`config.mk`:
```
export PLATFORM = sky130hd
export DESIGN_NAME = io_latch_regs
export DESIGN_NICKNAME = d
export VERILOG_FILES = /design/src/logic/vz_pkg.sv /design/src/logic/io_latch_regs.sv
export VERILOG_INCLUDE_DIRS = /design/src /design/src/include
export SDC_FILE = /design/constraint.sdc
export NUM_CORES = 1
export LEC_CHECK = 0
export BUFFER_PORTS_ARGS = -buffer_cell sky130_fd_sc_hd__buf_2
export CAP_MARGIN = 20
export CORE_AREA = 2 2 39 41
export CTS_BUF_LIST = sky130_fd_sc_hd__clkbuf_8
export DETAILED_ROUTE_END_ITERATION = 10
export DIE_AREA = 0 0 41 43
export HOLD_SLACK_MARGIN = 0.05
export PLACE_DENSITY = 0.81
export RECOVER_POWER = 25
export REMOVE_ABC_BUFFERS = 1
export SYNTH_ARGS = -nofsm -noshare
export SYNTH_HDL_FRONTEND = slang
export SYNTH_SLANG_ARGS = --single-unit
```
`constraint.sdc`:
```
create_clock -name CLK50MHZ -period 0.8 [get_ports CLK50MHZ]
set_input_delay 0.24 -clock CLK50MHZ [delete_from_list [all_inputs] [get_ports CLK50MHZ]]
set_output_delay 0.24 -clock CLK50MHZ [all_outputs]
set_load 0.03 [all_outputs]
```
`src/include/vz_params.svh`:
```
`ifndef VZ_PARAMS_SVH
`define VZ_PARAMS_SVH

// Bus widths
`define VZ_ADDR_W 16
`define VZ_DATA_W 8
`define VZ_RAM_AW 14		// 16K system RAM
`define VZ_VRAM_AW 11		// 2K video RAM
// Clocks per CPU cycle
`define VZ_PHASES_NORMAL 14
`define VZ_PHASES_TURBO 4
// Top five address bits of each region
`define VZ_IO_PAGE 5'b01101		// 6800-6FFF
`define VZ_VRAM_PAGE 5'b01110		// 7000-77FF
`define VZ_RAM78_PAGE 5'b01111		// First RAM page
`define VZ_RAM_LAST_PAGE 5'b10110	// RAM ends at B7FF
`define VZ_OPEN_BUS 8'hFF
// PS/2 set 2 make codes
`define VZ_SC_A 8'h1C
`define VZ_SC_B 8'h32
`define VZ_SC_C 8'h21
`define VZ_SC_D 8'h23
`define VZ_SC_E 8'h24
`define VZ_SC_F 8'h2B
`define VZ_SC_G 8'h34
`define VZ_SC_H 8'h33
`define VZ_SC_I 8'h43
`define VZ_SC_J 8'h3B
`define VZ_SC_K 8'h42
`define VZ_SC_L 8'h4B
`define VZ_SC_M 8'h3A
`define VZ_SC_N 8'h31
`define VZ_SC_O 8'h44
`define VZ_SC_P 8'h4D
`define VZ_SC_Q 8'h15
`define VZ_SC_R 8'h2D
`define VZ_SC_S 8'h1B
`define VZ_SC_T 8'h2C
`define VZ_SC_U 8'h3C
`define VZ_SC_V 8'h2A
`define VZ_SC_W 8'h1D
`define VZ_SC_X 8'h22
`define VZ_SC_Y 8'h35
`define VZ_SC_Z 8'h1A
`define VZ_SC_0 8'h45
`define VZ_SC_1 8'h16
`define VZ_SC_2 8'h1E
`define VZ_SC_3 8'h26
`define VZ_SC_4 8'h25
`define VZ_SC_5 8'h2E
`define VZ_SC_6 8'h36
`define VZ_SC_7 8'h3D
`define VZ_SC_8 8'h3E
`define VZ_SC_9 8'h46
`define VZ_SC_SPACE 8'h29
`define VZ_SC_RETURN 8'h5A
`define VZ_SC_CTRL 8'h14
`define VZ_SC_LSHIFT 8'h12
`define VZ_SC_ESC 8'h76
`define VZ_SC_BKSP 8'h66
// Arrows, E0 prefix already stripped
`define VZ_SC_UP 8'h75
`define VZ_SC_LEFT 8'h6B
`define VZ_SC_RIGHT 8'h74
`define VZ_SC_DOWN 8'h72

`endif

```
`src/logic/vz_pkg.sv`:
```
`include "vz_params.svh"

package vz_pkg;

	typedef logic [`VZ_DATA_W-1:0] byte_t;	// CPU data byte
	typedef logic [`VZ_ADDR_W-1:0] addr_t;	// CPU address

	// Where an address lands
	typedef enum logic [1:0]
	{
		REG_OPEN = 2'd0,	// Unmapped, reads FF
		REG_IO   = 2'd1,	// Keyboard in, latch out
		REG_VRAM = 2'd2,
		REG_RAM  = 2'd3
	} region_t;

	// Key matrix, 0 = down, index is row*8 + column
	typedef logic [63:0] key_matrix_t;

	// Extension keys, 0 = down
	// Bits: esc, up, left, right, down, backspace from bit 0
	typedef logic [5:0] key_ex_t;

endpackage

```
`src/logic/io_latch_regs.sv`:
```
`timescale 1ns/1ps

module io_latch_regs (
	input  logic            CLK50MHZ,
	input  logic            RESET_N,
	input  logic            mem_strobe_i,	// Phase 1 pulse
	input  logic            io_we_i,
	input  vz_pkg::byte_t   bus_wdata_i,
	input  vz_pkg::byte_t   key_byte_i,
	output vz_pkg::byte_t   io_rdata_o,
	output logic [1:0]      aud_o,
	output logic            cass_out_o,
	output logic            vdg_ag_o,
	output logic            vdg_css_o
);

	vz_pkg::byte_t out_latch_q;	// Write-only latch at 6800
	vz_pkg::byte_t key_latch_q;	// Keyboard byte held for the read

	always_ff @(posedge CLK50MHZ or negedge RESET_N)
	begin
		if (!RESET_N)
		begin
			out_latch_q <= '0;
			key_latch_q <= '0;
		end
		else
		begin
			if (io_we_i)
				out_latch_q <= bus_wdata_i;
			if (mem_strobe_i)
				key_latch_q <= key_byte_i;	// Sampled with the row address
		end
	end

	assign io_rdata_o = key_latch_q;
	assign aud_o = {out_latch_q[0], out_latch_q[5]};	// Speaker pair
	assign cass_out_o = out_latch_q[2];
	assign vdg_ag_o = out_latch_q[3];	// Graphics mode
	assign vdg_css_o = out_latch_q[4];	// Colour set

endmodule

```
==> flow_metrics.py <==
metrics = {
    "yosys": {
        "yosysUniqueCellTypes": 4,
        "ys_top_cells_by_area": "dfrtp_1 63%, mux2_4 23%, mux2_2 11%",
        "yosysTopAreaCell": "dfrtp_1",
        "synth_common_cells": "13 x dfrtp_1, 8 x mux2_4, 5 x mux2_2",
        "yosysMostFrequentCell": "dfrtp_1",
        "ys_seq_area_frac": 0.634,
        "synth_flop_cell": "dfrtp_1",
        "avgSynthCellArea_um2": 19.0,
        "synth_seq_cells": 13,
        "yosysWarnings": 0,
        "syn_area_um2": 513,
        "synth_edf_count": 0,
        "synthCells": 27,
        "synth_top_area_frac": 0.634,
        "synthArstFlopShare": 1.00,
    },
    "die": {
        "initial_core_util": 0.371,
        "num_io_pins": 33,
        "fp.dieH_um": 43,
        "core_area_um2": 1380,
        "row_count": 14,
        "dieArea_um2": 1760,
        "die_x_um": 41,
    },
    "timing": {
        "clock.fmax_mhz": 988,
        "tns_ns": -2.88,
        "worstMarginPinSlew_ns": 0.310,
        "grt_setup_unrepaired": "true",
        "fin_skew_ns": 0,
        "period_share": 1.27,
        "period_minus_slack_ns": 1.01,
        "slew_headroom": 0.794,
        "finalSetupViolCount": 16,
        "fin_ws_ns": -0.212,
        "drv_slew": 0,
        "report.final.hold_viol_count": 0,
    },
    "placed_design": {
        "dp_slack_ns": -0.142,
        "io_buffer_count": 29,
        "dp.cells": 71,
        "place_area_um2": 667,
        "place_congestion": 0.573,
        "dp_hpwl_um": 690,
    },
    "drt": {
        "drtAntennaViolNets": 0,
        "drc": 0,
        "via_count": 349,
        "wirelength_um": 954,
        "drt-wirelength-per-cell_um": 12.1,
        "first_iter_violations": 1,
        "firstDrtPassIters": 2,
        "avgViaCountPerCell": 4.42,
    },
    "worst_hold_path": {
        "worstHoldPathCells": 2,
        "holdCritPathClass": "input pin to flop",
    },
    "final_layout": {
        "n_fill_cell": 113,
        "instances_no_fill": 79,
        "seq_area_um2": 325,
        "finalNetCount": 84,
        "drive_gt1_frac": 0.762,
        "final_area_um2": 830,
        "syn2layout_area_growth_pct": 61.7,
        "multi_input_area_um2": 176,
        "diodes": 0,
    },
    "power_and_ir_drop": {
        "p_comb_frac": 0.264,
        "vdd_drop_max_mv": 1.20,
        "power.density_nw_per_um2": 2150,
        "p_int_mw": 1.32,
        "power.share.switching": 0.262,
        "clock_power_share": 0.302,
        "netSwitchingPower_mw": 0.468,
        "power_leakage_nw": 0.426,
        "seqPwrFrac": 0.433,
    },
    "clock_tree": {
        "cts_root_buffer": "clkbuf_8",
        "clkLatencyLatePin_ns": 0.23,
        "cts_buffers": 3,
        "clk_path_buf_depth": 2,
        "cts.sinks": 13,
        "tritoncts": "done",
        "cts-htree-levels": 1,
        "clk_pin_slew_worst_paths_ns": 0.05,
    },
    "grt": {
        "grt_pass1_wl_um": 1570,
        "grt_use_total": 0.135,
        "first_global_vias": 386,
        "grt_max_degree": 14,
        "antenna_found_initial": 0,
        "grt.overflow.total": 0,
    },
    "worst_setup_path": {
        "cp-start-kind": "flop",
        "r2r-start": "io_rdata_o[2]",
        "crit_type": "flop to primary output",
        "critPathLaunch": "io_rdata_o[6]",
        "reg2reg_depth": 2,
        "critPathArrivalTime_ns": 0.77,
        "cp_num_buf_inv": 1,
        "required_ns": 0.56,
        "slowest_delay_ns": 0.40,
        "worstSetupEndpoint": "io_rdata_o[6]",
        "worstPathCellList": "buf_6",
        "worst_r2r_endpoint": "io_rdata_o[2]",
        "critPathMaxFanout": 2,
        "rrSetupSlack_ns": -0.10,
        "end_kind": "primary output",
        "cp.depth": 1,
        "cp_top_family": "flip-flops",
        "critPathSlowestCell": "dfrtp_1",
    },
    "job": {
        "drv_cap": 0,
    },
    "run_status": {
        "run_status": "complete, but fails checks",
        "violations": "negative setup slack",
    },
}
kinds of logic after synthesis:
kind of cell,count (synthesis),synth area share
DFF,13,0.634
muxes,13,0.344
buffers and inverters,1,0.0219
layer usage:
layer  track usage  routed length [um]  vias up
met2         0.206                 492       25
met5             0                   0        -
li1              -                   -      166
met4        0.0600                   0        0
met1         0.172                 362      158
met3        0.0366                 100        0
final cells by class:
| cell class | instances | share of cell area |
|---|---|---|
| flip-flops and latches | 13 | 0.392 |
| repair buffers | 33 | 0.317 |
| well taps | 16 | 0.0241 |
| clock inverters | 1 | 0.00452 |
| multi-input cells | 13 | 0.213 |
| clock buffers | 3 | 0.0498 |
state kept, by name (all words and copies together), names as in the netlist:
signal / count
io_rdata_o: 8
out_latch_q: 5
power by group through the flow:
stage / Combinational (mW) / Clock [mW] / Sequential [mW]
finish: 0.472 / 0.539 / 0.774
global route: 0.503 / 0.597 / 0.781
CTS: 0.473 / 0.559 / 0.773
detailed placement: 0.370 / 0 / 0.766
global placement: 0.363 / 0 / 0.766
floorplan: 0.0927 / 0 / 0.902
cells in the final DEF, fill, tap and decap left out:
cell           synthesis  layout
buf_2                  0      15
inv_1                  0       1
buf_4                  0       2
mux2_2                 5       5
clkbuf_8               0       3
dfrtp_1               13      13
mux2_4                 8       8
clkbuf_2               0       1
buf_6                  1      14
dlygate4sd3_1          0       1
through the flow:
stage / total power [mW] / hold slack, ns / util
after floorplan: 0.995 / -0.0556 / -
after global placement: 1.13 / 0.131 / 0.482
after detailed placement: 1.14 / 0.137 / 0.482
after CTS: 1.80 / 0.229 / 0.597
after global routing: 1.88 / 0.232 / 0.599
final: 1.78 / 0.235 / 0.599
worst min path at each step:
stage / start / end / slack, ns
floorplan: RESET_N / io_rdata_o[0] / -0.06
global placement: RESET_N / out_latch_q[3] / 0.13
detailed placement: RESET_N / out_latch_q[4] / 0.14
CTS: key_byte_i[5] / io_rdata_o[5] / 0.23
global route: key_byte_i[0] / io_rdata_o[0] / 0.23
finish: key_byte_i[0] / io_rdata_o[0] / 0.24
timing repair:
action,CTS,global route
resized for setup,26,1
buffers inserted,3,0
hold endpoints to repair,13,0
hold buffers,1,0
setup endpoints to repair,13,17
Power figures use the tool's default switching activity.
