[config.mk]
export PLATFORM = sky130hd
export DESIGN_NAME = mem_decoder
export DESIGN_NICKNAME = d
export VERILOG_FILES = /design/src/logic/vz_pkg.sv /design/src/logic/mem_decoder.sv
export VERILOG_INCLUDE_DIRS = /design/src /design/src/include
export SDC_FILE = /design/constraint.sdc
export NUM_CORES = 1
export LEC_CHECK = 0
export ABC_CLOCK_PERIOD_IN_PS = 1280
export BUFFER_PORTS_ARGS = -buffer_cell sky130_fd_sc_hd__buf_2
export CORE_AREA = 8 8 45 47
export DETAILED_ROUTE_END_ITERATION = 6
export DIE_AREA = 0 0 53 55
export GPL_TIMING_DRIVEN = 0
export PLACE_DENSITY = 0.81
export SLEW_MARGIN = 10
export SYNTH_ARGS = -nofsm -noshare
export SYNTH_HDL_FRONTEND = slang
export SYNTH_SLANG_ARGS = --single-unit
export TNS_END_PERCENT = 100
[constraint.sdc]
create_clock -name CLK50MHZ -period 1.28 [get_ports CLK50MHZ]
set_input_delay 0.128 -clock CLK50MHZ [delete_from_list [all_inputs] [get_ports CLK50MHZ]]
set_output_delay 0.128 -clock CLK50MHZ [all_outputs]
set_load 0.01 [all_outputs]
[src/include/vz_params.svh]
`ifndef VZ_PARAMS_SVH
`define VZ_PARAMS_SVH

// Bus widths
`define VZ_ADDR_W 16
`define VZ_DATA_W 8
`define VZ_RAM_AW 14		// 16K system RAM
`define VZ_VRAM_AW 11		// 2K video RAM
// Clocks per CPU cycle
`define VZ_PHASES_NORMAL 14
`define VZ_PHASES_TURBO 4
// Top five address bits of each region
`define VZ_IO_PAGE 5'b01101		// 6800-6FFF
`define VZ_VRAM_PAGE 5'b01110		// 7000-77FF
`define VZ_RAM78_PAGE 5'b01111		// First RAM page
`define VZ_RAM_LAST_PAGE 5'b10110	// RAM ends at B7FF
`define VZ_OPEN_BUS 8'hFF
// PS/2 set 2 make codes
`define VZ_SC_A 8'h1C
`define VZ_SC_B 8'h32
`define VZ_SC_C 8'h21
`define VZ_SC_D 8'h23
`define VZ_SC_E 8'h24
`define VZ_SC_F 8'h2B
`define VZ_SC_G 8'h34
`define VZ_SC_H 8'h33
`define VZ_SC_I 8'h43
`define VZ_SC_J 8'h3B
`define VZ_SC_K 8'h42
`define VZ_SC_L 8'h4B
`define VZ_SC_M 8'h3A
`define VZ_SC_N 8'h31
`define VZ_SC_O 8'h44
`define VZ_SC_P 8'h4D
`define VZ_SC_Q 8'h15
`define VZ_SC_R 8'h2D
`define VZ_SC_S 8'h1B
`define VZ_SC_T 8'h2C
`define VZ_SC_U 8'h3C
`define VZ_SC_V 8'h2A
`define VZ_SC_W 8'h1D
`define VZ_SC_X 8'h22
`define VZ_SC_Y 8'h35
`define VZ_SC_Z 8'h1A
`define VZ_SC_0 8'h45
`define VZ_SC_1 8'h16
`define VZ_SC_2 8'h1E
`define VZ_SC_3 8'h26
`define VZ_SC_4 8'h25
`define VZ_SC_5 8'h2E
`define VZ_SC_6 8'h36
`define VZ_SC_7 8'h3D
`define VZ_SC_8 8'h3E
`define VZ_SC_9 8'h46
`define VZ_SC_SPACE 8'h29
`define VZ_SC_RETURN 8'h5A
`define VZ_SC_CTRL 8'h14
`define VZ_SC_LSHIFT 8'h12
`define VZ_SC_ESC 8'h76
`define VZ_SC_BKSP 8'h66
// Arrows, E0 prefix already stripped
`define VZ_SC_UP 8'h75
`define VZ_SC_LEFT 8'h6B
`define VZ_SC_RIGHT 8'h74
`define VZ_SC_DOWN 8'h72

`endif

[src/logic/vz_pkg.sv]
`include "vz_params.svh"

package vz_pkg;

	typedef logic [`VZ_DATA_W-1:0] byte_t;	// CPU data byte
	typedef logic [`VZ_ADDR_W-1:0] addr_t;	// CPU address

	// Where an address lands
	typedef enum logic [1:0]
	{
		REG_OPEN = 2'd0,	// Unmapped, reads FF
		REG_IO   = 2'd1,	// Keyboard in, latch out
		REG_VRAM = 2'd2,
		REG_RAM  = 2'd3
	} region_t;

	// Key matrix, 0 = down, index is row*8 + column
	typedef logic [63:0] key_matrix_t;

	// Extension keys, 0 = down
	// Bits: esc, up, left, right, down, backspace from bit 0
	typedef logic [5:0] key_ex_t;

endpackage

[src/logic/mem_decoder.sv]
`timescale 1ns/1ps
`include "vz_params.svh"

module mem_decoder (
	input  logic            CLK50MHZ,
	input  logic            RESET_N,
	input  vz_pkg::addr_t   bus_addr_i,
	input  logic            bus_mreq_i,
	input  logic            bus_rd_i,
	input  logic            bus_wr_i,
	input  logic            mem_strobe_i,	// Phase 1 pulse
	input  vz_pkg::byte_t   ram_rdata_i,
	input  vz_pkg::byte_t   vram_rdata_i,
	input  vz_pkg::byte_t   io_rdata_i,	// Latched keyboard byte
	output logic            ram_we_o,
	output logic            vram_we_o,
	output logic            io_we_o,
	output vz_pkg::byte_t   bus_rdata_o
);

	logic [4:0] page;		// 2K page number
	logic wr_cycle;
	vz_pkg::region_t region;
	vz_pkg::region_t region_q;	// Follows the RAM read register

	assign page = bus_addr_i[`VZ_ADDR_W-1:`VZ_ADDR_W-5];

	always_comb
	begin
		if (page == `VZ_IO_PAGE)
			region = vz_pkg::REG_IO;
		else if (page == `VZ_VRAM_PAGE)
			region = vz_pkg::REG_VRAM;
		else if (page >= `VZ_RAM78_PAGE && page <= `VZ_RAM_LAST_PAGE)
			region = vz_pkg::REG_RAM;	// 7800-B7FF in one block
		else
			region = vz_pkg::REG_OPEN;	// ROM space and B800 up
	end

	// Writes land at the edge closing phase 1
	assign wr_cycle = mem_strobe_i & bus_mreq_i & bus_wr_i;
	assign ram_we_o = wr_cycle & (region == vz_pkg::REG_RAM);
	assign vram_we_o = wr_cycle & (region == vz_pkg::REG_VRAM);
	assign io_we_o = wr_cycle & (region == vz_pkg::REG_IO);

	always_ff @(posedge CLK50MHZ or negedge RESET_N)
	begin
		if (!RESET_N)
			region_q <= vz_pkg::REG_OPEN;
		else if (bus_mreq_i && bus_rd_i)
			region_q <= region;
		else
			region_q <= vz_pkg::REG_OPEN;	// Idle bus floats high
	end

	always_comb
	begin
		case (region_q)
			vz_pkg::REG_IO:   bus_rdata_o = io_rdata_i;
			vz_pkg::REG_VRAM: bus_rdata_o = vram_rdata_i;
			vz_pkg::REG_RAM:  bus_rdata_o = ram_rdata_i;
			default:          bus_rdata_o = `VZ_OPEN_BUS;
		endcase
	end

	// Regions never overlap, so only one target takes a write
	a_one_we: assert property (@(posedge CLK50MHZ) disable iff (!RESET_N)
		$onehot0({ram_we_o, vram_we_o, io_we_o}));

endmodule

==> metrics <==
biggest regs region_q: 2 flops; synth cell count leaders a21oi_1, mux2i_1, nor2_1; clock group share of total power 0.421; FF+latch count, synth 2; die area 2920 µm²; max-slew violations 0; share of post-route cells with drive strength above 1 0.645; RSZ-0062 raised after global routing yes; Ant. Diodes 0; dpl hpwl 1.16 mm; Post-synth EDFFs 0; final wirelength 1.45 mm; Cell variety after synth 13; Post-layout nets 141; hold crit path type input pin to flip-flop; first-pass GRT wire length 2.20 mm; net switching power 95.5 µW; Yosys top cell by area mux2i_1; Req. time, crit path 1.15 ns; initial antenna violation count 0; sequential element share of the synthesized area 0.167; CTS Sinks 2; crit-path max FO 8; Vias/cell 4.87; I/O pins 57; PwrDens 544 nW/µm²; post-route setup slack -0.0388 ns; H-tree depth 1; DP Cell Count 104; Clk pin slew, worst setup/hold paths 0.03 ns; Worst VDD drop 0.000285 V; Worst Tran Pin Value 0.196 ns; failing checks negative setup slack; final setup vio count 8; Max Clock Freq 758 MHz; Synth area leaders mux2i_1, a21oi_1, dfrtp_1, nor2_1, nand3_1; Syn Inst Count 43; syn avg cell area 6.98 µm²; first drt pass iteration count 2; largest net degree at the start of global routing 9; Synth Area in Simple Gates 0.275; largest register by flop count region_q; Cell Area, Synth 300 µm²; highest-delay cell along the critical path dfrtp_1; Post-Synth XOR/XNOR Area 0; GPL Wtd Cong 0.720; final hold violations 0; I/O Buffers 45; Fin Setup TNS -0.250 ns; min Tclk post-route 1.32 ns; Critical Path Max Stage Delay 0.38 ns; top-count cell post-synth a21oi_1; Cell Rows 14; CP startpoint kind flip-flop; Leakage 0.000298 µW; max FFs per register 2; non-filler cells, final 109; Worst Setup End Kind output pin; clk root buf clkbuf_4; outcome finished, violations left; Die X 53 µm; Final Util 0.446; hold_ws 0.151 ns; gr usage total 0.0984; CTS Buffer Depth 2; post-synthesis compound-gate area fraction 0.204; Async SR Flop Fraction 1.00; crit-path cells buf_6, nand2b_4, nor2_2, a21oi_1, buf_2; Die Y 55 µm; Seq pwr share 0.199; Syn Nets 89; 1st-iter DRT viols 5; switch share 0.284; vias in the first global route 573; final-layout fill cell count 145; Comb power frac 0.379; max_cap viols 0; Synth Flop Type dfrtp_1; combinational family with the most area after synthesis simple AND/OR/NAND/NOR gates; post-synthesis adder-cell area fraction 0; final period utilization 1.03; Worst EP arrival 1.19 ns; DR vias 531; total CTS buffers 3; Starting Density 0.217; Pwr Total 336 µW; grt ovf 0; post-synth top area share 0.267; CTS tree yes; proportion of synthesized area in mux cells 0.267; Slew headroom 0.866; DRC 0; synth-to-layout area growth 105%; post-route ant nets 0; critical path class flip-flop to output pin; Synth Warn # 0; internal power 240 µW; total core area 1380 µm²; Routed wire per std cell 13.3 µm
-- cell type report --
type                       instances  area (µm²)  share of cell area
multi-input combinational         38         251               0.408
timing repair buffer              48         250               0.406
sequential                         2        50.0              0.0811
clock buffer                       3        22.5              0.0365
buffer                             2        22.5              0.0365
tap                               16        20.0              0.0325
-- per-layer routing --
metal,up-vias,share of wire,wire length (µm),track usage
met5,-,0,0,0
met4,0,0.0048,7,0.0560
met3,2,0.15,218,0.0535
met2,38,0.49,705,0.172
met1,233,0.36,517,0.0897
li1,258,-,-,-
-- metrics by stage --
| stage | cell area [µm²] | setup slack (ns) |
|---|---|---|
| final | 617 | -0.0388 |
| after global placement | 546 | 0.117 |
| after global routing | 617 | -0.120 |
| after floorplan | 300 | 0.205 |
| after detailed placement | 546 | 0.0740 |
| after CTS | 613 | -0.107 |
-- logic make-up after synthesis --
| family | after synthesis |
|---|---|
| buffers and inverters | 3 |
| muxes | 8 |
| DFF | 2 |
| AOI/OAI and AO/OA | 12 |
| and+or+nand+nor | 18 |
-- path summary, 6_finish.rpt --
| path | from | endpoint | slack (ns) | cells after the start |
|---|---|---|---|---|
| min in group asynchronous | RESET_N | region_q[1] | 0.21 | 2 |
| worst min-delay path | bus_rd_i | region_q[0] | 0.15 | 3 |
| max in group asynchronous | RESET_N | region_q[0] | 0.97 | 2 |
| worst max-delay path | region_q[1] | bus_rdata_o[5] | -0.04 | 5 |
-- repair_timing --
action | in CTS | in global routing
setup buffers | 1 | 0
pin swaps | 2 | 0
setup endpoints to repair | 8 | 8
hold endpoints to repair | 2 | 0
hold buffers | 1 | 0
gates cloned | 1 | 0
resized for setup | 6 | 5
-- critical path, delay by kind of cell (launching register included) --
family | cells | cell delay [ns]
compound gates | 1 | 0.11
buf+inv | 2 | 0.29
simple gates | 2 | 0.19
flops | 1 | 0.38
-- power by group through the flow --
stage / registers, µW / clock network, µW / logic [µW]
3_5_place_dp: 67.1 / 0 / 117
2_1_floorplan: 66.9 / 0 / 46.0
5_1_grt: 67.0 / 152 / 142
6_report: 66.9 / 141 / 127
3_3_place_gp: 66.9 / 0 / 112
4_1_cts: 67.0 / 151 / 127
-- placed cells by master, fill, tap and decap left out, drive strengths merged --
cell / synthesis / final
and2b: 1 / 1
clkbuf: 0 / 4
a21oi: 11 / 11
dlygate4sd3: 0 / 1
nor3: 2 / 2
a31oi: 1 / 1
nor2: 8 / 8
buf: 3 / 48
dfrtp: 2 / 2
nand4: 1 / 1
nand2b: 1 / 1
mux2i: 8 / 8
nand3: 3 / 3
nand2: 2 / 2
Power figures use the tool's default switching activity.
