`src/include/vz_params.svh`:
```
`ifndef VZ_PARAMS_SVH
`define VZ_PARAMS_SVH

// Bus widths
`define VZ_ADDR_W 16
`define VZ_DATA_W 8
`define VZ_RAM_AW 14		// 16K system RAM
`define VZ_VRAM_AW 11		// 2K video RAM
// Clocks per CPU cycle
`define VZ_PHASES_NORMAL 14
`define VZ_PHASES_TURBO 4
// Top five address bits of each region
`define VZ_IO_PAGE 5'b01101		// 6800-6FFF
`define VZ_VRAM_PAGE 5'b01110		// 7000-77FF
`define VZ_RAM78_PAGE 5'b01111		// First RAM page
`define VZ_RAM_LAST_PAGE 5'b10110	// RAM ends at B7FF
`define VZ_OPEN_BUS 8'hFF
// PS/2 set 2 make codes
`define VZ_SC_A 8'h1C
`define VZ_SC_B 8'h32
`define VZ_SC_C 8'h21
`define VZ_SC_D 8'h23
`define VZ_SC_E 8'h24
`define VZ_SC_F 8'h2B
`define VZ_SC_G 8'h34
`define VZ_SC_H 8'h33
`define VZ_SC_I 8'h43
`define VZ_SC_J 8'h3B
`define VZ_SC_K 8'h42
`define VZ_SC_L 8'h4B
`define VZ_SC_M 8'h3A
`define VZ_SC_N 8'h31
`define VZ_SC_O 8'h44
`define VZ_SC_P 8'h4D
`define VZ_SC_Q 8'h15
`define VZ_SC_R 8'h2D
`define VZ_SC_S 8'h1B
`define VZ_SC_T 8'h2C
`define VZ_SC_U 8'h3C
`define VZ_SC_V 8'h2A
`define VZ_SC_W 8'h1D
`define VZ_SC_X 8'h22
`define VZ_SC_Y 8'h35
`define VZ_SC_Z 8'h1A
`define VZ_SC_0 8'h45
`define VZ_SC_1 8'h16
`define VZ_SC_2 8'h1E
`define VZ_SC_3 8'h26
`define VZ_SC_4 8'h25
`define VZ_SC_5 8'h2E
`define VZ_SC_6 8'h36
`define VZ_SC_7 8'h3D
`define VZ_SC_8 8'h3E
`define VZ_SC_9 8'h46
`define VZ_SC_SPACE 8'h29
`define VZ_SC_RETURN 8'h5A
`define VZ_SC_CTRL 8'h14
`define VZ_SC_LSHIFT 8'h12
`define VZ_SC_ESC 8'h76
`define VZ_SC_BKSP 8'h66
// Arrows, E0 prefix already stripped
`define VZ_SC_UP 8'h75
`define VZ_SC_LEFT 8'h6B
`define VZ_SC_RIGHT 8'h74
`define VZ_SC_DOWN 8'h72

`endif

```
`src/logic/cpu_phase_gen.sv`:
```
`timescale 1ns/1ps
`include "vz_params.svh"

module cpu_phase_gen (
	input  logic CLK50MHZ,
	input  logic RESET_N,
	input  logic turbo_i,		// Cut the cycle short at phase 3
	output logic cpu_clk_o,
	output logic mem_strobe_o
);

	localparam logic [3:0] PH_LAST_NORMAL = 4'(`VZ_PHASES_NORMAL - 1);
	localparam logic [3:0] PH_LAST_TURBO = 4'(`VZ_PHASES_TURBO - 1);

	logic [3:0] phase_q;	// Position inside the CPU cycle
	logic pulse_q;		// High exactly while phase_q is 1

	always_ff @(posedge CLK50MHZ or negedge RESET_N)
	begin
		if (!RESET_N)
		begin
			phase_q <= '0;
			pulse_q <= 1'b0;
		end
		else
		begin
			pulse_q <= (phase_q == 4'd0);	// Rises entering phase 1
			if (phase_q == PH_LAST_TURBO && turbo_i)
				phase_q <= '0;		// Turbo wraps after 4 clocks
			else if (phase_q == PH_LAST_NORMAL)
				phase_q <= '0;
			else
				phase_q <= phase_q + 4'd1;
		end
	end

	// CPU clock and memory strobe share the phase 1 pulse
	assign cpu_clk_o = pulse_q;
	assign mem_strobe_o = pulse_q;

	// One-clock strobe, at least 4 clocks apart in any mode
	a_strobe_single: assert property (@(posedge CLK50MHZ) disable iff (!RESET_N)
		mem_strobe_o |=> !mem_strobe_o);

endmodule

```
`config.mk`:
```
export PLATFORM = sky130hd
export DESIGN_NAME = cpu_phase_gen
export DESIGN_NICKNAME = d
export VERILOG_FILES = /design/src/logic/cpu_phase_gen.sv
export VERILOG_INCLUDE_DIRS = /design/src /design/src/include
export SDC_FILE = /design/constraint.sdc
export NUM_CORES = 1
export LEC_CHECK = 0
export BUFFER_PORTS_ARGS = -buffer_cell sky130_fd_sc_hd__buf_2
export CORE_AREA = 2 2 39 41
export CTS_BUF_LIST = sky130_fd_sc_hd__clkbuf_4
export CTS_CLUSTER_DIAMETER = 80
export DETAILED_ROUTE_END_ITERATION = 7
export DIE_AREA = 0 0 41 43
export PLACE_DENSITY = 0.43
export SETUP_SLACK_MARGIN = 0.5
export SYNTH_ARGS = -nofsm -noshare
export SYNTH_HDL_FRONTEND = slang
export SYNTH_SLANG_ARGS = --single-unit
export TNS_END_PERCENT = 30
```
`constraint.sdc`:
```
create_clock -name CLK50MHZ -period 1.25 [get_ports CLK50MHZ]
set_input_delay 0.25 -clock CLK50MHZ [delete_from_list [all_inputs] [get_ports CLK50MHZ]]
set_output_delay 0.25 -clock CLK50MHZ [all_outputs]
set_load 0.05 [all_outputs]
```
==> summary.md, run 1 <==
| Metric | Value |
|---|---|
| Seq pwr share | `34.8%` |
| Final ANT Viol Nets | `0` |
| Dpl hpwl | `359 um` |
| Critical Path End Type | `flop` |
| Number of global-route vias before repair | `225` |
| Synthesized area | `267 um2` |
| Worst-skew pair later-pin latency | `0.24 ns` |
| Antenna violations before repair | `0` |
| WP buf/inv | `3` |
| Die span in y | `43 um` |
| Final TNS setup | `0 ns` |
| Final Max Slew Viols | `0` |
| Flops & latches, synth | `5` |
| CTS Buffer Depth | `2` |
| Initial Utilization | `19.3%` |
| Max-slew headroom | `79.2%` |
| Fillcell total | `141` |
| Crit-path leading delay family | `flip-flops` |
| Final GP Congestion | `0.766` |
| N_diodes | `0` |
| Internal | `538 uW` |
| Cell Count, Final, Fillers Out | `50` |
| Final WS setup | `0.171 ns` |
| Synth Warn # | `0` |
| Final setup fails | `0` |
| PortBufs | `4` |
| Crit-path cells | `buf_4 -> inv_1 -> ha_1 -> inv_1 -> nor2_1` |
| Yosys cell types | `14` |
| Mapped Avg Cell Area | `10.7 um2` |
| Worst VDD drop | `0.993 mV` |
| RSZ-0062 raised after global routing | `yes` |
| Leakage power | `0.181 nW` |
| WL/cell | `9.64 um` |
| Routed WL | `482 um` |
| Critical Path Stages | `5` |
| Final net count | `41` |
| Startpoint types | `flop` |
| Clock power share | `21.5%` |
| Clk slew on worst S/H paths | `0.04 ns` |
| Sequential fraction of the synthesis area | `46.9%` |
| Syn_nets | `31` |
| Slowest stage cell, crit path | `dfrtp_2` |
| Top-area cell type share of the netlist area | `46.9%` |
| Hold slack | `0.356 ns` |
| DP Worst Slack | `0.0776 ns` |
| Tmin final | `1.08 ns` |
| Io pins | `5` |
| Worst-Margin Slew | `0.313 ns` |
| Sw Share | `42.6%` |
| H-tree lvl count | `1` |
| Power density over the cells | `2340 mW/mm2` |
| Via-to-Cell Ratio | `3.96` |
| CTS Buf Count | `3` |
| Setup CP Type | `flop to flop` |
| Area contributors post-synth | `dfrtp_1, ha_1, a211oi_2` |
| P&R area growth vs syn | `50.2%` |
| First-pass GRT wire length | `917 um` |
| Clock Skew | `0.00153 ns` |
| CP dominant cell by count | `inv_1` |
| Sw power | `400 uW` |
| Critical path arrival | `1.20 ns` |
| Vias | `198` |
| DRT iter0 DRCs | `1` |
| Worst Hold Class | `input port to async pin` |
| Largest net degree at the start of global routing | `7` |
| Leading area contributor after synthesis | `dfrtp_1` |
| Clk sink count | `5` |
| Placed cells | `44` |
| Die ar. | `0.00176 mm2` |
| Core Footprint | `0.00138 mm2` |
| Residual DRC count | `0` |
| CTS root buf | `clkbuf_4` |
| Fmax | `927 MHz` |
| Comb pwr share | `43.6%` |
| Worst Path Required | `1.37 ns` |
| Layout cells sized above 1 | `58.8%` |
| Pre-antenna DRT Iters | `2` |
| CP max stage delay | `0.41 ns` |
| CTS tree | `done` |
| Hold Violations, Final | `0` |
| Cells after synthesis | `25` |
| Crit-path max FO | `3` |
| Period utilisation layout | `86.3%` |
| Reg2Reg Depth | `5` |
| Gr ovfl total | `0` |
| GRT Overall Usage | `8.57%` |
| Max Cap Violations | `0` |
| Die Wd | `41 um` |
| Status | `completed` |
| Site row count | `14` |
==> placed cells by master (no fill, tap or decap), drive strengths merged <==
master       instances
nand2b               1
a31o                 1
ha                   3
inv                  4
dfrtp                5
nor2                 3
nand3                2
buf                  5
nor3b                1
a211oi               1
dlygate4sd3          1
xor2                 1
clkbuf               4
nand2                1
o31ai                1
==> power groups by stage <==
stage	clock, mW	combinational, mW	sequential (mW)
floorplan	0	0.244	0.334
detailed placement	0	0.341	0.299
CTS	0.210	0.397	0.320
finish	0.202	0.409	0.327
global route	0.234	0.453	0.339
global placement	0	0.334	0.295
==> sequential cells by signal, indices dropped and copies added, names as in the netlist <==
register and flops:
phase_q 4, cpu_clk_o 1
==> per-layer routing <==
metal	global-route usage [%]	up-vias	wire length [um]
met1	7.82	93	178
met2	12.5	5	257
met4	6.00	0	8
met5	0	-	0
li1	-	98	-
met3	6.28	2	38
==> per-stage QoR <==
| step | util, % | power [mW] | area (um2) |
|---|---|---|---|
| detailed placement | 21.9 | 0.640 | 303 |
| CTS | 28.2 | 0.926 | 390 |
| global route | 28.9 | 1.03 | 400 |
| floorplan | - | 0.577 | 270 |
| global placement | 21.9 | 0.629 | 303 |
| finish | 28.9 | 0.938 | 400 |
==> kinds of logic (layout without fill, tap and decap cells) <==
logic type               Yosys count  in the layout  share of synthesized area [%]
flip-flops                         5              5                           46.9
AO/OA/AOI/OAI                      3              3                           12.7
buffers and inverters              5             14                           8.45
AND/OR/NAND/NOR                    8              8                           14.6
adder cells (fa/ha/maj)            3              3                           14.1
XOR/XNOR                           1              1                           3.29
==> synthesized netlist by cell type, drive strengths merged <==
cell type	count
nand2	1
a31o	1
dfrtp	5
o31ai	1
inv	4
nor2	3
nand2b	1
xor2	1
ha	3
a211oi	1
buf	1
nand3	2
nor3b	1
==> final timing paths <==
path | endpoint | slack, ns | start
worst max-delay path | phase_q[1] | 0.17 | phase_q[0]
worst min-delay path | phase_q[2] | 0.36 | RESET_N
worst max register to register | phase_q[1] | 0.17 | phase_q[0]
worst min register to register | cpu_clk_o | 0.60 | phase_q[2]
max in group asynchronous | phase_q[0] | 0.75 | RESET_N
min in group CLK50MHZ | phase_q[2] | 0.37 | turbo_i
==> layout make-up <==
cell class / count / area (um2) / area share [%]
clock buffer: 4 / 30.0 / 7.50
inverter: 4 / 15.0 / 3.75
multi-input combinational: 15 / 165 / 41.2
sequential: 5 / 128 / 31.9
tap: 16 / 20.0 / 5.00
timing repair buffer: 6 / 42.5 / 10.6
==> repair_timing <==
| item | 4_1_cts | 5_1_grt |
|---|---|---|
| endpoints found under the hold margin | 5 | 0 |
| setup endpoints to repair | 7 | 7 |
| setup buffers | 1 | 0 |
| gates resized for setup | 8 | 5 |
| hold buffers | 1 | 0 |
(Power assumes the default switching activity.)
==> inputs of run 2 (changes only) <==
==> constraint.sdc (replaced) <==
create_clock -name CLK50MHZ -period 1.3 [get_ports CLK50MHZ]
set_input_delay 0.26 -clock CLK50MHZ [delete_from_list [all_inputs] [get_ports CLK50MHZ]]
set_output_delay 0.26 -clock CLK50MHZ [all_outputs]
set_load 0.05 [all_outputs]
==> summary.md, run 2 (synthesis gave the netlist of run 1 again) <==
| Metric | Value |
|---|---|
| Seq pwr share | `34.6% (-0.2 points)` |
| Most flop-heavy register | `phase_q` |
| Worst Hold Class | `input port to async pin` |
| Critical path arrival | `1.20 ns (about the same)` |
| Worst-skew pair later-pin latency | `0.24 ns (about the same)` |
| Die ar. | `0.00176 mm2 (unchanged)` |
| Gr ovfl total | `0 (unchanged)` |
| Hold slack | `0.365 ns (+0.00999 ns)` |
| Critical Path End Type | `flop` |
| Vias | `201 (+1.5%)` |
| Final GP Congestion | `0.766 (unchanged)` |
| Site row count | `14 (unchanged)` |
| Number of global-route vias before repair | `225 (unchanged)` |
| Final ANT Viol Nets | `0 (unchanged)` |
| Final TNS setup | `0 ns (unchanged)` |
| Die Wd | `41 um (unchanged)` |
| P&R area growth vs syn | `53.1%` |
| Crit-path max FO | `3 (unchanged)` |
| Initial Utilization | `19.3% (unchanged)` |
| Worst r2r dst | `phase_q[1]` |
| DP Worst Slack | `0.128 ns (+0.0500 ns)` |
| GRT Overall Usage | `8.57% (unchanged)` |
| Power density over the cells | `2270 mW/mm2 (-3.2%)` |
| CTS tree | `done` |
| Status | `completed` |
| Worst VDD drop | `1.06 mV (+6.9%)` |
| Io pins | `5 (unchanged)` |
| DRT iter0 DRCs | `1 (unchanged)` |
| Commonest non-fill, non-tap cells in the layout | `clkbuf_4, nor2_1, dfrtp_1` |
| Clock power share | `21.0% (-0.5 points)` |
| Final WS setup | `0.221 ns (+0.0500 ns)` |
| Clk sink count | `5 (unchanged)` |
| Comb pwr share | `44.4% (+0.8 points)` |
| R2R Setup Slk | `0.22 ns (+0.05 ns)` |
| Routed WL | `494 um (+2.5%)` |
| First-pass GRT wire length | `917 um (unchanged)` |
| Leakage power | `0.183 nW (+1.1%)` |
| Clk slew on worst S/H paths | `0.04 ns (about the same)` |
| N_diodes | `0 (unchanged)` |
| Worst Path Required | `1.42 ns (+0.05 ns)` |
| CTS Buffer Depth | `2 (unchanged)` |
| Worst-Margin Slew | `0.313 ns (unchanged)` |
| Reg2Reg Depth | `5 (unchanged)` |
| Final Max Slew Viols | `0 (unchanged)` |
| Largest net degree at the start of global routing | `7 (unchanged)` |
| Layout cells sized above 1 | `58.8% (unchanged)` |
| Startpoint types | `flop` |
| Setup CP Type | `flop to flop` |
| CTS Buf Count | `3 (unchanged)` |
| Residual DRC count | `0 (unchanged)` |
| Dpl hpwl | `359 um (unchanged)` |
| Clock Skew | `0.00153 ns (unchanged)` |
| Final setup fails | `0 (unchanged)` |
| Period utilisation layout | `83.0% (-3.3 points)` |
| FF-to-FF Start | `phase_q[0]` |
| Via-to-Cell Ratio | `4.02 (+1.5%)` |
| Max-slew headroom | `79.2% (unchanged)` |
| CTS root buf | `clkbuf_4` |
| H-tree lvl count | `1 (unchanged)` |
| Max Cap Violations | `0 (unchanged)` |
| Core Footprint | `0.00138 mm2 (unchanged)` |
| Tmin final | `1.08 ns (unchanged)` |
| Die span in y | `43 um (unchanged)` |
| Fmax | `927 MHz (unchanged)` |
| Commonest non-fill, non-tap cell in the layout | `clkbuf_4` |
| WL/cell | `9.88 um (+2.5%)` |
| Sw Share | `42.3% (-0.37 points)` |
| Pre-antenna DRT Iters | `2 (unchanged)` |
| RSZ-0062 raised after global routing | `yes` |
| Antenna violations before repair | `0 (unchanged)` |
| Max reg flops | `4 (unchanged)` |
| Sw power | `391 uW (-2.3%)` |
| PortBufs | `4 (unchanged)` |
| Internal | `534 uW (-0.76%)` |
| Post-Route Utilization | `29.5% (+0.54 points)` |
| Hold Violations, Final | `0 (unchanged)` |
| Final net count | `41 (unchanged)` |
## run 2: power groups by stage
stage	registers (mW)	logic, mW	clock network, mW
floorplan	0.321	0.234	0
global placement	0.284	0.321	0
detailed placement	0.287	0.328	0
CTS	0.309	0.397	0.202
global route	0.332	0.454	0.225
finish	0.320	0.411	0.194
## run 2: worst max-delay path by stage
| stage | startpoint | to | depth (start not counted) | slack, ns |
|---|---|---|---|---|
| global route | phase_q[0] | phase_q[1] | 5 | 0.18 |
| floorplan | phase_q[0] | phase_q[3] | 4 | 0.24 |
| detailed placement | phase_q[0] | phase_q[3] | 4 | 0.13 |
| global placement | phase_q[0] | phase_q[3] | 4 | 0.13 |
| CTS | cpu_clk_o | mem_strobe_o | 1 | 0.22 |
| finish | phase_q[0] | phase_q[1] | 5 | 0.22 |
## run 2: per-stage QoR
stage               cells  power [mW]  instance area, um2
floorplan              25       0.555                 270
global placement       44       0.605                 303
detailed placement     44       0.615                 303
CTS                    50       0.908                 395
global route           50        1.01                 408
finish                 50       0.925                 408
## run 2: cell type report
cell class	count	area, um2
Multi-Input combinational cell	15	165
Clock buffer	4	30.0
Timing Repair Buffer	6	50.0
Inverter	4	15.0
Tap cell	16	20.0
Sequential cell	5	128
Fill cell	145	976
## run 2: repair_timing
action / 4_1_cts / 5_1_grt
hold buffers: 1 / 0
endpoints found under the hold margin: 5 / 0
setup buffers: 1 / 0
gates cloned: 0 / 0
endpoints found under the setup margin: 7 / 7
gates resized for setup: 10 / 3
## run 2: layer usage
layer / up-vias / global-route usage [%] / wire [um] / share of wire, %
li1: 98 / - / - / -
met1: 96 / 7.82 / 180 / 36
met2: 5 / 12.5 / 267 / 54
met3: 2 / 6.28 / 38 / 7.7
met4: 0 / 6.00 / 8 / 1.6
met5: - / 0 / 0 / 0
## run 2: critical path, cell delays in order (launching register included)
cell	delay [ns]
dfrtp_2	0.41
buf_4	0.14
inv_1	0.04
ha_1	0.28
inv_1	0.05
nor2_1	0.04
